`config.mk`:
```
export PLATFORM = sky130hd
export DESIGN_NAME = phywhisperer_top
export DESIGN_NICKNAME = d
export VERILOG_FILES = /design/src/design/pw_pkg.sv /design/src/design/pw_registers.sv /design/src/design/pattern_matcher.sv /design/src/design/trigger_pulse.sv /design/src/design/phywhisperer_top.sv
export VERILOG_INCLUDE_DIRS = /design/src /design/src/design
export SDC_FILE = /design/constraint.sdc
export NUM_CORES = 1
export LEC_CHECK = 0
export BUFFER_PORTS_ARGS = -buffer_cell sky130_fd_sc_hd__buf_2
export CAP_MARGIN = 15
export CELL_PAD_IN_SITES_DETAIL_PLACEMENT = 1
export CELL_PAD_IN_SITES_GLOBAL_PLACEMENT = 2
export CORE_ASPECT_RATIO = 0.8
export CORE_UTILIZATION = 31
export DETAILED_ROUTE_END_ITERATION = 16
export PLACE_DENSITY = 0.67
export SLEW_MARGIN = 20
export SYNTH_ARGS = -nofsm -noshare
export SYNTH_HDL_FRONTEND = slang
export SYNTH_SLANG_ARGS = --single-unit
```
`constraint.sdc`:
```
create_clock -name fe_clk -period 3.9 [get_ports fe_clk]
set_input_delay 0.78 -clock fe_clk [delete_from_list [all_inputs] [get_ports fe_clk]]
set_output_delay 0.78 -clock fe_clk [all_outputs]
set_load 0.02 [all_outputs]
```
`src/design/pw_defines.svh`:
```
`ifndef PW_DEFINES_SVH
`define PW_DEFINES_SVH

////////////////////
// sizes
////////////////////

`define PW_PATTERN_BYTES      8
`define PW_TRIG_DELAY_WIDTH   20
`define PW_TRIG_WIDTH_WIDTH   17

////////////////////
// register map
////////////////////

`define PW_ADDR_ARM       8'h00   // bit 0 armed, bit 1 triggered
`define PW_ADDR_SPEED     8'h01
`define PW_ADDR_PAT_LEN   8'h02
`define PW_ADDR_DELAY0    8'h03   // 3 bytes, lsb first
`define PW_ADDR_WIDTH0    8'h06   // 3 bytes, lsb first
`define PW_ADDR_PATTERN   8'h10   // 8 bytes
`define PW_ADDR_MASK      8'h18   // 8 bytes

// usb speed codes
`define PW_SPEED_LS       2'd0
`define PW_SPEED_FS       2'd1
`define PW_SPEED_HS       2'd2
`define PW_SPEED_AUTO     2'd3

`endif

```
`src/design/pw_pkg.sv`:
```
`default_nettype none

`include "pw_defines.svh"

package pw_pkg;

   ////////////////////
   // vector types
   ////////////////////

   typedef logic [7:0] addr_t;
   typedef logic [7:0] byte_t;
   typedef logic [1:0] speed_t;
   typedef logic [`PW_TRIG_DELAY_WIDTH-1:0] trig_delay_t;
   typedef logic [`PW_TRIG_WIDTH_WIDTH-1:0] trig_width_t;
   typedef logic [3:0] pat_len_t;   // 0 disables matching

   ////////////////////
   // bundles
   ////////////////////

   // utmi receive side, one byte per fe_clk
   typedef struct packed {
      byte_t data;
      logic  rxvalid;
      logic  rxactive;
   } fe_rx_t;

   // byte 0 of pattern and mask sits in the low bits
   typedef struct packed {
      logic [`PW_PATTERN_BYTES*8-1:0] pattern;
      logic [`PW_PATTERN_BYTES*8-1:0] mask;
      pat_len_t                       len;
   } pattern_cfg_t;

   typedef struct packed {
      trig_delay_t delay;
      trig_width_t width;
   } trig_cfg_t;

   typedef struct packed {
      logic [1:0] xcvrsel;
      logic       termsel;
   } phy_sel_t;

   typedef enum logic [1:0] {
      IDLE,
      DELAY,
      PULSE
   } trig_state_e;

endpackage

`default_nettype wire

```
`src/design/pw_registers.sv`:
```
`timescale 1ns/1ps
`default_nettype none

`include "pw_defines.svh"

module pw_registers (
   input  wire                   fe_clk,
   input  wire                   rst_n_i,
   input  pw_pkg::addr_t         usb_addr_i,
   input  pw_pkg::byte_t         usb_din_i,
   input  wire                   usb_ncs_i,
   input  wire                   usb_nrd_i,
   input  wire                   usb_nwe_i,
   input  wire                   match_i,
   output pw_pkg::byte_t         usb_dout_o,
   output logic                  usb_isout_o,
   output pw_pkg::pattern_cfg_t  pattern_cfg_o,
   output pw_pkg::trig_cfg_t     trig_cfg_o,
   output pw_pkg::phy_sel_t      phy_sel_o,
   output logic                  armed_o
);

   import pw_pkg::*;

   logic         wr;
   logic         rd;
   logic         pat_sel;
   logic         mask_sel;
   logic [2:0]   byte_idx;
   byte_t        rdata;

   speed_t       speed_q;
   pattern_cfg_t pat_q;
   trig_cfg_t    trig_q;
   logic         armed_q;
   logic         triggered_q;

   // strobes are active low
   assign wr = ~usb_ncs_i & ~usb_nwe_i;
   assign rd = ~usb_ncs_i & ~usb_nrd_i;

   assign pat_sel  = (usb_addr_i & 8'hF8) == `PW_ADDR_PATTERN;
   assign mask_sel = (usb_addr_i & 8'hF8) == `PW_ADDR_MASK;
   assign byte_idx = usb_addr_i[2:0];

   ////////////////////
   // config storage
   ////////////////////

   always_ff @(posedge fe_clk or negedge rst_n_i) begin
      if (!rst_n_i) begin
         speed_q <= `PW_SPEED_FS;
         pat_q   <= '0;
         trig_q  <= '0;
      end else if (wr) begin
         case (usb_addr_i)
            `PW_ADDR_SPEED:          speed_q       <= usb_din_i[1:0];
            `PW_ADDR_PAT_LEN:        pat_q.len     <= usb_din_i[3:0];
            `PW_ADDR_DELAY0:         trig_q.delay[7:0]  <= usb_din_i;
            `PW_ADDR_DELAY0 + 8'd1:  trig_q.delay[15:8] <= usb_din_i;
            `PW_ADDR_DELAY0 + 8'd2:
               trig_q.delay[`PW_TRIG_DELAY_WIDTH-1:16] <= usb_din_i[`PW_TRIG_DELAY_WIDTH-17:0];
            `PW_ADDR_WIDTH0:         trig_q.width[7:0]  <= usb_din_i;
            `PW_ADDR_WIDTH0 + 8'd1:  trig_q.width[15:8] <= usb_din_i;
            `PW_ADDR_WIDTH0 + 8'd2:
               trig_q.width[`PW_TRIG_WIDTH_WIDTH-1:16] <= usb_din_i[`PW_TRIG_WIDTH_WIDTH-17:0];
            default: begin
               if (pat_sel)
                  pat_q.pattern[byte_idx*8 +: 8] <= usb_din_i;
               if (mask_sel)
                  pat_q.mask[byte_idx*8 +: 8] <= usb_din_i;
            end
         endcase
      end
   end

   // host write wins over a match in the same cycle
   always_ff @(posedge fe_clk or negedge rst_n_i) begin
      if (!rst_n_i) begin
         armed_q     <= 1'b0;
         triggered_q <= 1'b0;
      end else if (wr && usb_addr_i == `PW_ADDR_ARM) begin
         armed_q <= usb_din_i[0];
         if (usb_din_i[0])
            triggered_q <= 1'b0;   // re-arm clears old status
      end else if (match_i) begin
         armed_q     <= 1'b0;      // one shot
         triggered_q <= 1'b1;
      end
   end

   ////////////////////
   // readback
   ////////////////////

   always_comb begin
      rdata = '0;   // unmapped reads as zero
      case (usb_addr_i)
         `PW_ADDR_ARM:            rdata = {6'd0, triggered_q, armed_q};
         `PW_ADDR_SPEED:          rdata = {6'd0, speed_q};
         `PW_ADDR_PAT_LEN:        rdata = {4'd0, pat_q.len};
         `PW_ADDR_DELAY0:         rdata = trig_q.delay[7:0];
         `PW_ADDR_DELAY0 + 8'd1:  rdata = trig_q.delay[15:8];
         `PW_ADDR_DELAY0 + 8'd2:  rdata = byte_t'(trig_q.delay[`PW_TRIG_DELAY_WIDTH-1:16]);
         `PW_ADDR_WIDTH0:         rdata = trig_q.width[7:0];
         `PW_ADDR_WIDTH0 + 8'd1:  rdata = trig_q.width[15:8];
         `PW_ADDR_WIDTH0 + 8'd2:  rdata = byte_t'(trig_q.width[`PW_TRIG_WIDTH_WIDTH-1:16]);
         default: begin
            if (pat_sel)
               rdata = pat_q.pattern[byte_idx*8 +: 8];
            else if (mask_sel)
               rdata = pat_q.mask[byte_idx*8 +: 8];
         end
      endcase
   end

   always_ff @(posedge fe_clk or negedge rst_n_i) begin
      if (!rst_n_i) begin
         usb_isout_o <= 1'b0;
         usb_dout_o  <= '0;
      end else begin
         usb_isout_o <= rd;
         if (rd)
            usb_dout_o <= rdata;
      end
   end

   // phy speed select where auto falls back to full speed
   always_comb begin
      case (speed_q)
         `PW_SPEED_LS: phy_sel_o = '{xcvrsel: 2'b10, termsel: 1'b1};
         `PW_SPEED_HS: phy_sel_o = '{xcvrsel: 2'b00, termsel: 1'b0};
         `PW_SPEED_FS,
         `PW_SPEED_AUTO: phy_sel_o = '{xcvrsel: 2'b01, termsel: 1'b1};
      endcase
   end

   assign pattern_cfg_o = pat_q;
   assign trig_cfg_o    = trig_q;
   assign armed_o       = armed_q;

endmodule

`default_nettype wire

```
`src/design/pattern_matcher.sv`:
```
`timescale 1ns/1ps
`default_nettype none

`include "pw_defines.svh"

module pattern_matcher (
   input  wire                   fe_clk,
   input  wire                   rst_n_i,
   input  pw_pkg::fe_rx_t        fe_rx_i,
   input  pw_pkg::pattern_cfg_t  cfg_i,
   input  wire                   armed_i,
   output logic                  match_o
);

   import pw_pkg::*;

   localparam int IDX_W = $clog2(`PW_PATTERN_BYTES);

   pat_len_t         cnt_q;       // valid bytes seen in this packet
   logic             mismatch_q;  // sticky over the packet
   logic             in_window;
   logic [IDX_W-1:0] idx;
   byte_t            pat_byte;
   byte_t            mask_byte;
   logic             byte_bad;
   logic             byte_take;
   logic             last_byte;

   ////////////////////
   // compare
   ////////////////////

   assign in_window = cnt_q < pat_len_t'(`PW_PATTERN_BYTES);
   assign idx       = cnt_q[IDX_W-1:0];
   assign pat_byte  = cfg_i.pattern[idx*8 +: 8];
   assign mask_byte = cfg_i.mask[idx*8 +: 8];

   // mask bit 1 means compare
   assign byte_bad  = in_window & (|((fe_rx_i.data ^ pat_byte) & mask_byte));

   assign byte_take = fe_rx_i.rxactive & fe_rx_i.rxvalid;

   // this byte brings the count up to len
   assign last_byte = byte_take &
                      (cfg_i.len != '0) &
                      ((cnt_q + 4'd1) == cfg_i.len);

   ////////////////////
   // packet tracking
   ////////////////////

   always_ff @(posedge fe_clk or negedge rst_n_i) begin
      if (!rst_n_i) begin
         cnt_q      <= '0;
         mismatch_q <= 1'b0;
      end else if (!fe_rx_i.rxactive) begin
         cnt_q      <= '0;          // between packets
         mismatch_q <= 1'b0;
      end else if (fe_rx_i.rxvalid) begin
         if (cnt_q != '1)
            cnt_q <= cnt_q + 4'd1;  // saturate, no wrap into a rematch
         mismatch_q <= mismatch_q | byte_bad;
      end
   end

   // registered, one cycle wide
   always_ff @(posedge fe_clk or negedge rst_n_i) begin
      if (!rst_n_i)
         match_o <= 1'b0;
      else
         match_o <= armed_i & last_byte & ~mismatch_q & ~byte_bad;
   end

endmodule

`default_nettype wire

```
`src/design/trigger_pulse.sv`:
```
`timescale 1ns/1ps
`default_nettype none

module trigger_pulse (
   input  wire                 fe_clk,
   input  wire                 rst_n_i,
   input  wire                 match_i,
   input  pw_pkg::trig_cfg_t   cfg_i,
   output logic                trig_o,
   output logic                busy_o
);

   import pw_pkg::*;

   trig_state_e state_q;
   trig_delay_t cnt_q;     // shared by delay and pulse phases
   trig_delay_t delay_q;
   trig_width_t width_q;

   ////////////////////
   // fsm
   ////////////////////

   always_ff @(posedge fe_clk or negedge rst_n_i) begin
      if (!rst_n_i) begin
         state_q <= IDLE;
         cnt_q   <= '0;
      end else begin
         case (state_q)
            IDLE: begin
               // zero width means no pulse at all
               if (match_i && cfg_i.width != '0) begin
                  state_q <= DELAY;
                  cnt_q   <= '0;
               end
            end
            DELAY: begin
               if (cnt_q == delay_q) begin
                  state_q <= PULSE;
                  cnt_q   <= trig_delay_t'(1);
               end else begin
                  cnt_q <= cnt_q + 1'b1;
               end
            end
            PULSE: begin
               if (cnt_q == trig_delay_t'(width_q))
                  state_q <= IDLE;
               else
                  cnt_q <= cnt_q + 1'b1;
            end
            default: state_q <= IDLE;
         endcase
      end
   end

   // snapshot at the match, later writes don't disturb this pulse
   always_ff @(posedge fe_clk) begin
      if (state_q == IDLE && match_i) begin
         delay_q <= cfg_i.delay;
         width_q <= cfg_i.width;
      end
   end

   assign trig_o = (state_q == PULSE);
   assign busy_o = (state_q != IDLE);   // matches ignored while set

endmodule

`default_nettype wire

```
`src/design/phywhisperer_top.sv`:
```
`timescale 1ns/1ps
`default_nettype none

module phywhisperer_top (
   input  wire             fe_clk,
   input  wire             rst_n_i,

   // host register bus
   input  pw_pkg::addr_t   usb_addr_i,
   input  pw_pkg::byte_t   usb_din_i,
   input  wire             usb_ncs_i,
   input  wire             usb_nrd_i,
   input  wire             usb_nwe_i,
   output pw_pkg::byte_t   usb_dout_o,
   output logic            usb_isout_o,   // host drives the pad from this

   // utmi front end
   input  pw_pkg::byte_t   fe_data_i,
   input  wire             fe_rxvalid_i,
   input  wire             fe_rxactive_i,
   output logic [1:0]      fe_xcvrsel_o,
   output logic            fe_termsel_o,

   output logic            cw_trig_o,
   output logic            led_cap_o,
   output logic            led_trig_o
);

   import pw_pkg::*;

   fe_rx_t       fe_rx;
   pattern_cfg_t pattern_cfg;
   trig_cfg_t    trig_cfg;
   phy_sel_t     phy_sel;
   logic         armed;
   logic         match;
   logic         trig_busy;

   assign fe_rx = '{data: fe_data_i, rxvalid: fe_rxvalid_i, rxactive: fe_rxactive_i};

   pw_registers pw_registers_i (
      .fe_clk        (fe_clk),
      .rst_n_i       (rst_n_i),
      .usb_addr_i    (usb_addr_i),
      .usb_din_i     (usb_din_i),
      .usb_ncs_i     (usb_ncs_i),
      .usb_nrd_i     (usb_nrd_i),
      .usb_nwe_i     (usb_nwe_i),
      .match_i       (match),
      .usb_dout_o    (usb_dout_o),
      .usb_isout_o   (usb_isout_o),
      .pattern_cfg_o (pattern_cfg),
      .trig_cfg_o    (trig_cfg),
      .phy_sel_o     (phy_sel),
      .armed_o       (armed)
   );

   pattern_matcher pattern_matcher_i (
      .fe_clk   (fe_clk),
      .rst_n_i  (rst_n_i),
      .fe_rx_i  (fe_rx),
      .cfg_i    (pattern_cfg),
      .armed_i  (armed),
      .match_o  (match)
   );

   trigger_pulse trigger_pulse_i (
      .fe_clk   (fe_clk),
      .rst_n_i  (rst_n_i),
      .match_i  (match),
      .cfg_i    (trig_cfg),
      .trig_o   (cw_trig_o),
      .busy_o   (trig_busy)
   );

   assign fe_xcvrsel_o = phy_sel.xcvrsel;
   assign fe_termsel_o = phy_sel.termsel;
   assign led_cap_o    = armed;
   assign led_trig_o   = trig_busy;

endmodule

`default_nettype wire

```
# Word-level counts from Yosys, hierarchy flattened
# Index checks and enable logic that the tools add are counted.
[classes] reduce_logical=28 order_cmp=1 n_eq_ne=26 n_shift=6 bitwise=18 addsub=3 mux=24
[op_table] op="64-bit by 7-bit indexed part select with 8-bit output" n=4
[op_table] op="64-bit bitwise mux" n=2
[op_table] op="8-bit case mux with 9 select lines" n=1
[op_table] op="8-bit by 34-bit variable shift with 64-bit output, first input constant" n=1
[op_table] op="8-bit by 34-bit indexed part select with 64-bit output" n=1
[op_table] op="20-bit 2-to-1 mux" n=3
[op_table] op="20-bit case mux with 3 select lines" n=1
[op_table] op="6-bit negation with 34-bit output" n=1
[op_table] op="8-bit by 3-bit equality test with 1-bit output, second input constant" n=4
[op_table] op="20-bit by 1-bit adder with 20-bit output, second input constant" n=1
[op_table] op="20-bit by 17-bit equality test with 1-bit output" n=1
[op_table] op="20-bit equality test" n=1
[op_table] op="2-bit AND reduction" n=10
[op_table] op="17-bit nonzero test" n=1
[op_table] op="8-bit by 2-bit equality test with 1-bit output, second input constant" n=2
[op_table] op="8-bit 2-to-1 mux" n=2
[op_table] op="8-bit OR reduction" n=2
[op_table] op="4-bit 2-to-1 mux" n=3
[op_table] op="3-bit AND reduction" n=4
[op_table] op="5-bit by 2-bit equality test with 1-bit output, second input constant" n=2
[op_table] op="1-bit AND" n=9
[op_table] op="3-bit case mux with 3 select lines" n=1
[op_table] op="8-bit AND" n=1
[op_table] op="8-bit by 1-bit equality test with 1-bit output, second input constant" n=1
[op_table] op="22 further kinds" n=47
[totals] register_bits=247

# Longest topological paths before layout
# Gate-level depths: netlist (run 1).
[logic_depth] ltp_word=8 depth_mapped=13 depth_no_buf=8

# By module
# From an unflattened synthesis (run 1), not the netlist that was laid out.
[hier_totals] hier_cells=1095 area_unflattened_um2=13396.6
[by_module_without_submodules] module="pw_registers" area_per_inst_um2=8750.9 n_inst=1 cells_each=653
[by_module_without_submodules] module="trigger_pulse" area_per_inst_um2=3007.9 n_inst=1 cells_each=252
[by_module_without_submodules] module="pattern_matcher" area_per_inst_um2=1637.8 n_inst=1 cells_each=190

# Worst setup path before layout (run 1)
# Ideal clock, no wire load.
[synth_path] path_type="input to register" startpoint="input port usb_addr_i[1]" endpoint="register pw_registers_i.pat_q (netlist bit pw_registers_i.pattern_cfg_o[20])" cell_stages=10 t_arrival_ns=3.238 setup_slack_ns=0.537 n_path_buf=3 setup_time_ns=0.125 path_cell_list="clkbuf_1 > buf_2 > inv_1 > ha_1 > ha_1 > clkbuf_1 > o21ai_0 > or2_2 > nor3_4 > mux2_2"
[synth_via] elab_chain_cells=4 elab_cells_between_ends=15 cone_classes="1 x add/sub; 8 x eq/ne; 2 x shift; 1 x mux; 1 x bitwise; 2 x reduce/logical"
[synth_rtl] element="from (decl)" line_no="phywhisperer_top.sv:9" text="input pw_pkg::addr_t usb_addr_i,"
[synth_rtl] element="parallel branches: the longest is 4 deep, another holds 6-bit negation with 34-bit output"
[synth_rtl] element="to (decl)" line_no="pw_registers.sv:33" text="pattern_cfg_t pat_q;"
# Several ways; the timed one is not identified.
# A chain may end at the register's enable or synchronous reset.

# Final worst setup path (run 1)
[layout_path] startpoint="register trigger_pulse_i.cnt_q[7]" endpoint="register trigger_pulse_i.cnt_q[4]"
[layout_via] elab_chain_cells=3 elab_cells_between_ends=6 cone_classes="3 x eq/ne; 2 x mux; 1 x reduce/logical"
[layout_rtl] element="from (decl)" line_no="trigger_pulse.sv:16" text="trig_delay_t cnt_q;"
[layout_rtl] element="from (signal assigned)" line_no="trigger_pulse.sv:40" text="cnt_q <= trig_delay_t'(1);"
[layout_rtl] element="from (signal assigned)" line_no="trigger_pulse.sv:42" text="cnt_q <= cnt_q + 1'b1;"
[layout_rtl] element="from (signal assigned)" line_no="trigger_pulse.sv:49" text="cnt_q <= cnt_q + 1'b1;"
[layout_rtl] element="20-bit equality test or 20-bit by 17-bit equality test with 1-bit output (tied branches)" line_no="trigger_pulse.sv:38, trigger_pulse.sv:46"
[layout_rtl] element="20-bit 2-to-1 mux or 2-bit != test (tied branches)"
[layout_rtl] element="20-bit case mux with 3 select lines or 3-bit AND reduction (tied branches)"
# Parallel ways exist; a longest one is shown, timed or not.

==> results of run 1 <==
## area by class of cell
| class | count | area [sq um] |
|---|---|---|
| Antenna cell | 1 | 2.50 |
| Clock buffer | 50 | 896 |
| Clock inverter | 3 | 42.5 |
| Fill cell | 4418 | 26300 |
| Inverter | 24 | 90.1 |
| Multi-Input combinational cell | 728 | 6210 |
| Sequential cell | 247 | 6370 |
| Tap cell | 544 | 681 |
| Timing Repair Buffer | 77 | 488 |
## per-stage QoR
step | util (%) | cells | setup WS, ns | cell area [sq um]
6_report | 35.9 | 1674 | 0.962 | 14800
5_1_grt | 35.9 | 1673 | 0.845 | 14800
4_1_cts | 35.9 | 1673 | 0.994 | 14800
3_5_place_dp | 33.7 | 1620 | 0.523 | 13800
3_3_place_gp | 33.7 | 1620 | 0.543 | 13800
2_1_floorplan | - | 1079 | 0.537 | 13100
## cells by family after synthesis
group	count (synthesis)	synth area share [%]
adder cells (fa/ha/maj)	12	1.15
flip-flops	247	48.7
AND/OR/NAND/NOR	270	10.9
buffers and inverters	104	3.82
multiplexers	197	21.1
AO/OA/AOI/OAI	163	8.52
XOR/XNOR	86	5.76
## routing by layer
layer	vias to the layer above	share of wire (%)	track usage [%]
met1	4739	53	31.6
li1	4051	-	-
met5	-	0	0
met4	0	1.6	3.87
met2	200	41	26.9
met3	46	4.4	3.20
## power by group
part	leakage [nW]	switching [W]	internal, W
Combinational	2.69	0.000507	0.000271
Clock	0.454	0.00111	0.00161
Sequential	3.22	0.0000838	0.00267
## cell usage in the layout (no fill, tap or decap), types with 8 or more instances in the layout
cell,count
a32oi_1,13
clkbuf_16,30
a31oi_1,8
nand2_1,101
ha_1,12
buf_2,44
mux2_2,125
buf_4,31
and3_1,13
dfrtp_1,208
inv_1,24
o21ai_0,62
xnor2_1,36
edfxtp_1,37
clkbuf_1,13
nor4_1,11
nand3_1,37
xor2_1,50
mux2i_1,17
nand4_1,20
a21oi_1,10
nor2_1,30
mux4_2,41
a211oi_1,15
## flip-flops by register name (all words and copies together), names as in the netlist
signal and count:
pw_registers_i.usb_dout_o 8, pw_registers_i.triggered_q 1, pattern_matcher_i.mismatch_q 1, pattern_matcher_i.cnt_q 4, pw_registers_i.speed_q 2, trigger_pulse_i.width_q 17
pw_registers_i.usb_isout_o 1, trigger_pulse_i.state_q 2, pattern_matcher_i.match_o 1, pw_registers_i.armed_o 1, pw_registers_i.pattern_cfg_o 132, pw_registers_i.trig_cfg_o 37
trigger_pulse_i.delay_q 20, trigger_pulse_i.cnt_q 20
## final timing paths
| kind | from | endpoint | slack (ns) | cells after the start |
|---|---|---|---|---|
| setup / recovery | trigger_pulse_i.cnt_q[7] | trigger_pulse_i.cnt_q[4] | 0.96 | 6 |
| hold / removal | rst_n_i | pw_registers_i.pattern_cfg_o[43] | 0.25 | 1 |
| setup reg to reg | trigger_pulse_i.cnt_q[7] | trigger_pulse_i.cnt_q[4] | 0.96 | 6 |
| hold reg to reg | pattern_matcher_i.mismatch_q | pattern_matcher_i.mismatch_q | 0.48 | 2 |
| max in group asynchronous | rst_n_i | pw_registers_i.speed_q[0] | 2.69 | 2 |
| min in group fe_clk | pattern_matcher_i.mismatch_q | pattern_matcher_i.mismatch_q | 0.48 | 2 |
## worst max-delay path: stages, from the launching register on
cell and delay, ns:
dfrtp_1 0.46, xor2_1 0.19, nor4_1 0.66, nand3_1 0.27
o32a_1 0.60, and3_1 0.39, a22o_1 0.25
==> metrics, run 1 <==
Power, Total=0.00625 W; syn_area_per_cell=12.1 sq um; final setup TNS=0 ns; IO Pins=46; ranking of synthesized cells by area=dfrtp_1 (40%), mux2_2 (11%), edfxtp_1 (8.5%), mux4_2 (7.1%), xor2_1 (3.3%); Clock Sinks=247; Fin. Hold Viols=0; maximum vdd drop=340 uV; insertion delay to the later sink of the worst-skew pair=0.56 ns; post-route clock skew=0.0137 ns; Initial Utilization=31.8%; Synth Cell Area=0.0131 sq mm; Tightest Pin Transition=0.928 ns; Residual DRC=0; P per Cell Area=423 mW/mm^2; Post-synth EDFFs=37; crit path DAT=3.38 ns; Leak=6.35 nW; synth-to-layout area growth=13.1%; Mapped Cells=1079; ys async rst share=85.0%; antenna violations before repair=1; Most used DFF post-synth=dfrtp_1; Commonest cells post-synth=dfrtp_1 (209), mux2_2 (125), nand2_1 (101), o21ai_0 (62), xor2_1 (50); Vias per Instance=5.40; vias in the first global route=9265; CP endpoint kind=flop; buffers added on ports=45; Synth area leader=dfrtp_1; Max-Cap Viols=0; DPL Wire Length=28800 um; drt first pass iters=5; Die ar.=0.0430 sq mm; Die Span X=232 um; Max Root-Sink Buffers=3; 1st-iter DRT viols=703; Clock transition at path regs=0.06 ns; Routed WL per cell=24.4 um; first-pass GRT wire length=62800 um; CTS Buf Count=29; Nets=1150; post-detailed-routing wire length=40800 um; Cell Rows=66; Vias=9036; Routed Antenna Nets=0; top-count cell post-synth=dfrtp_1; largest net degree at the start of global routing=95; yosys warns=0; run status=finished, final reports clean; share of the synthesized area in the top cell type=40.0%; H-tree Lvls=1; WS Path Type=reg2reg; proportion of layout cells with a drive suffix above 1=27.4%; hold slack=0.254 ns; Setup crit start kind=flop; CP required=4.34 ns; RSZ-0062 raised after global routing=no; Setup Buffers After CTS=0; Slew HR=38.1%; routability cong.=0.803; Synth cell types=75; CTS tree=yes; post-synthesis sequential area ratio=48.7%; Post-CTS Resized=0; Post-Synthesis Net Count=1122; Die H=186 um; #FFs+latches synth=247; max-slew violations=0; Post-CTS Hold Buffers=0; clk root buf=clkbuf_16; worst hold-check path type=in2async; Final period util=75.3%; crit path time final=2.94 ns; setup violators final=0; gr ovfl total=0; CP max FO=12; Total Routing Usage GR=19.6%; maximum clock rate=340 MHz; Core ar.=0.0411 sq mm
Power figures use the tool's default switching activity.
==> inputs of run 2 (changes only) <==
Settings changed: ABC_AREA set to 1, PLACE_DENSITY 0.67 to 0.76.
Clock period 3.9 ns to 3 ns, I/O delays scaled along.
==> metrics, run 2 <==
run status=complete, but fails checks (was finished, final reports clean); violated checks=negative hold slack; Die H=192 um (was 186 um); setup violators final=0 (unchanged); Mapped Cells=1902 (was 1079); Routed Antenna Nets=0 (unchanged); Synth cell types=38 (was 75); Tightest Pin Transition=0.795 ns (was 0.928 ns); Fill cells=5470 (was 4418); Vias per Instance=5.27 (was 5.40); yosys warns=0 (unchanged); CP peak stage delay=0.41 ns (was 0.66 ns); GR Util met2=34.9% (was 26.9%); Seq pwr share=39.8% (was 44.1%); RSZ-0062 raised after global routing=no (unchanged); Setup crit start kind=flop (unchanged); Design Area, Final=0.0163 sq mm (was 0.0148 sq mm); GR peak layer=met1 (unchanged); fin util=36.7% (was 35.9%); routability cong.=0.860 (was 0.803); first-pass GRT wire length=86000 um (was 62800 um); Largest register FFs=132 (unchanged); post-synthesis compound-gate area fraction=15.0% (was 8.52%); worst hold-check path type=in2async (unchanged); buffers added on ports=45 (unchanged); combinational family with the most area after synthesis=simple AND/OR/NAND/NOR gates (was multiplexers); #FFs+latches synth=247 (unchanged); ys async rst share=85.0% (unchanged); CTS tree=yes (unchanged); Placed Area=0.0153 sq mm (was 0.0138 sq mm); Post-synth EDFFs=37 (unchanged); Switching Share=30.8% (was 27.2%); Die ar.=0.0462 sq mm (was 0.0430 sq mm); insertion delay to the later sink of the worst-skew pair=0.59 ns (was 0.56 ns); max-slew violations=0 (unchanged); Multi-input gate area=0.00651 sq mm (was 0.00621 sq mm); P per Cell Area=546 mW/mm^2 (was 423 mW/mm^2); Comb power frac=16.4% (was 12.4%); post-synthesis sequential area ratio=45.3% (was 48.7%); Total Routing Usage GR=24.8% (was 19.6%); clock power share=43.7% (was 43.5%); IO Pins=46 (unchanged); Clock Sinks=247 (unchanged); Leak=7.35 nW (was 6.35 nW); Synth Cell Area=0.0140 sq mm (was 0.0131 sq mm); Die Span X=240 um (was 232 um); CP required=2.40 ns (was 4.34 ns); Max Root-Sink Buffers=3 (unchanged); Post-CTS Resized=0 (unchanged); gr ovfl total=0 (unchanged); crit-path leading delay family=buffers and inverters (was simple AND/OR/NAND/NOR gates); H-tree Lvls=1 (unchanged); proportion of layout cells with a drive suffix above 1=10.1% (was 27.4%); synth-to-layout area growth=16.3% (was 13.1%); Max-Cap Viols=0 (unchanged); critical-path cell list=inv_1 -> ha_1 -> buf_4 -> buf_2 (was xor2_1 -> nor4_1 -> nand3_1 -> o32a_1 -> and3_1 -> a22o_1); ranking of synthesized cells by area=dfrtp_1 (37%), nand2_1 (15%), o21ai_0 (8.1%), edfxtp_1 (7.9%), nand3_1 (5.4%) (was dfrtp_1 (40%), mux2_2 (11%), edfxtp_1 (8.5%), mux4_2 (7.1%), xor2_1 (3.3%)); Residual DRC=0 (unchanged); crit path DAT=1.97 ns (was 3.38 ns); Setup WS pre-CTS=0.138 ns (was 0.523 ns); Post-CTS Hold Buffers=0 (unchanged); Core ar.=0.0445 sq mm (was 0.0411 sq mm); hold slack=-0.0140 ns (was 0.254 ns); flop2flop setup slack=0.52 ns (was 0.96 ns); post-route clock skew=0.0339 ns (was 0.0137 ns); Most used DFF post-synth=dfrtp_1 (unchanged); Post-Synth Simple-Gate Area=27.3% (was 10.9%); NetSw=0.00275 W (was 0.00170 W); top-count cell post-synth=nand2_1 (was dfrtp_1); CP endpoint kind=output port (was flop); Slew HR=46.9% (was 38.1%); CTS Buf Count=29 (unchanged); CP max FO=15 (was 12); Buffers & Inverters on Critical Path=3 (was 0); Cell Rows=69 (was 66); 1st-iter DRT viols=1187 (was 703); met3 GRT Util=5.36% (was 3.20%); Synth area leader=dfrtp_1 (unchanged); Commonest cells post-synth=nand2_1 (556), o21ai_0 (227), dfrtp_1 (209), inv_1 (188), nand3_1 (151) (was dfrtp_1 (209), mux2_2 (125), nand2_1 (101), o21ai_0 (62), xor2_1 (50)); drt first pass iters=5 (unchanged); most common library cell in the layout ignoring fill and taps=nand2_1 (was dfrtp_1); Crit-path slowest cell=dfrtp_1 (was nor4_1); syn_area_per_cell=7.39 sq um (was 12.1 sq um); post-detailed-routing wire length=56100 um (was 40800 um); met1 Usage GRT=37.7% (was 31.6%); vias in the first global route=13600 (was 9265); Ant. Diodes=0 (was 1); WS Path Type=reg2out (was reg2reg); Register Area=0.00637 sq mm (unchanged); Final WS setup=0.426 ns (was 0.962 ns); crit path time final=2.57 ns; Post-Synthesis Net Count=1945 (was 1122); Initial Utilization=31.5% (was 31.8%); post-synthesis xor/xnor area fraction=2.62% (was 5.76%); Nets=1995 (was 1150); clk root buf=clkbuf_16 (unchanged); internal cell power=0.00617 W (was 0.00455 W); Routed WL per cell=21.8 um (was 24.4 um); Fin. Hold Viols=5 (was 0); Synth Area in Adders=1.07% (was 1.15%); Vias=13600 (was 9036); DPL Wire Length=40400 um (was 28800 um); antenna violations before repair=1 (unchanged); Clock transition at path regs=0.06 ns (about the same); share of the synthesized area in the top cell type=37.2% (was 40.0%); most frequent cells in the layout=nand2_1 (556), o21ai_0 (227), dfrtp_1 (208), inv_1 (188), nand3_1 (151) (was dfrtp_1 (208), mux2_2 (125), nand2_1 (101), o21ai_0 (62), xor2_1 (50)); Final period util=85.8%; maximum vdd drop=356 uV (was 340 uV); final setup TNS=0 ns (unchanged); maximum clock rate=388 MHz; Setup Buffers After CTS=0 (unchanged); proportion of synthesized area in mux cells=0.356% (was 21.1%); largest net degree at the start of global routing=103 (was 95)
run 2: cell count changes after synthesis, moves of 41 or more:
cell / before / now
a21oi_1: 11 / 64
inv_1: 24 / 188
mux2_2: 125 / 0
mux4_2: 41 / 0
nand2_1: 101 / 556
nand3_1: 37 / 151
nor2_1: 31 / 136
o21ai_0: 62 / 227
run 2: power by group through the flow:
stage                     logic (W)  registers [W]  clock network [W]
after floorplan            0.000843        0.00359                  0
after global placement      0.00143        0.00361                  0
final                       0.00146        0.00355            0.00390
after global routing        0.00161        0.00356            0.00410
after detailed placement    0.00145        0.00361                  0
after CTS                   0.00145        0.00355            0.00398
run 2: metrics by stage:
step	hold slack, ns	power [W]	instances
global placement	0.465	0.00504	2524
finish	-0.0140	0.00892	2578
CTS	0.00561	0.00899	2578
floorplan	0.304	0.00443	1902
global route	0.0184	0.00927	2578
detailed placement	0.465	0.00506	2524
run 2: final timing paths:
check / to / startpoint / cells after the start
worst max-delay path: cw_trig_o / trigger_pulse_i.state_q[0] / 4
worst min-delay path: pw_registers_i.trig_cfg_o[26] / rst_n_i / 1
worst min register to register: trigger_pulse_i.width_q[9] / pw_registers_i.trig_cfg_o[9] / 0
min in group fe_clk: pattern_matcher_i.mismatch_q / fe_rxactive_i / 3
worst max register to register: pattern_matcher_i.match_o / pattern_matcher_i.cnt_q[0] / 12
max in group asynchronous: pw_registers_i.pattern_cfg_o[32] / rst_n_i / 2
run 2: cell families after synthesis:
logic type | after synthesis
adder cells (fa/ha/maj) | 12
AND/OR/NAND/NOR | 916
multiplexers | 5
AO/OA/AOI/OAI | 376
XOR/XNOR | 42
flip-flops | 247
buffers and inverters | 304
run 2: routing by layer:
| layer | vias to the layer above | routed length [um] |
|---|---|---|
| met4 | 4 | 1410 |
| li1 | 6346 | - |
| met1 | 6790 | 28100 |
| met5 | - | 104 |
| met3 | 81 | 3850 |
| met2 | 372 | 22600 |
run 2: area by class of cell:
type	instances	area share [%]
Multi-Input combinational cell	1351	39.8
Clock inverter	19	1.43
Tap cell	603	4.62
Clock buffer	35	4.89
Timing Repair Buffer	130	5.82
Sequential cell	247	39.0
Inverter	193	4.43
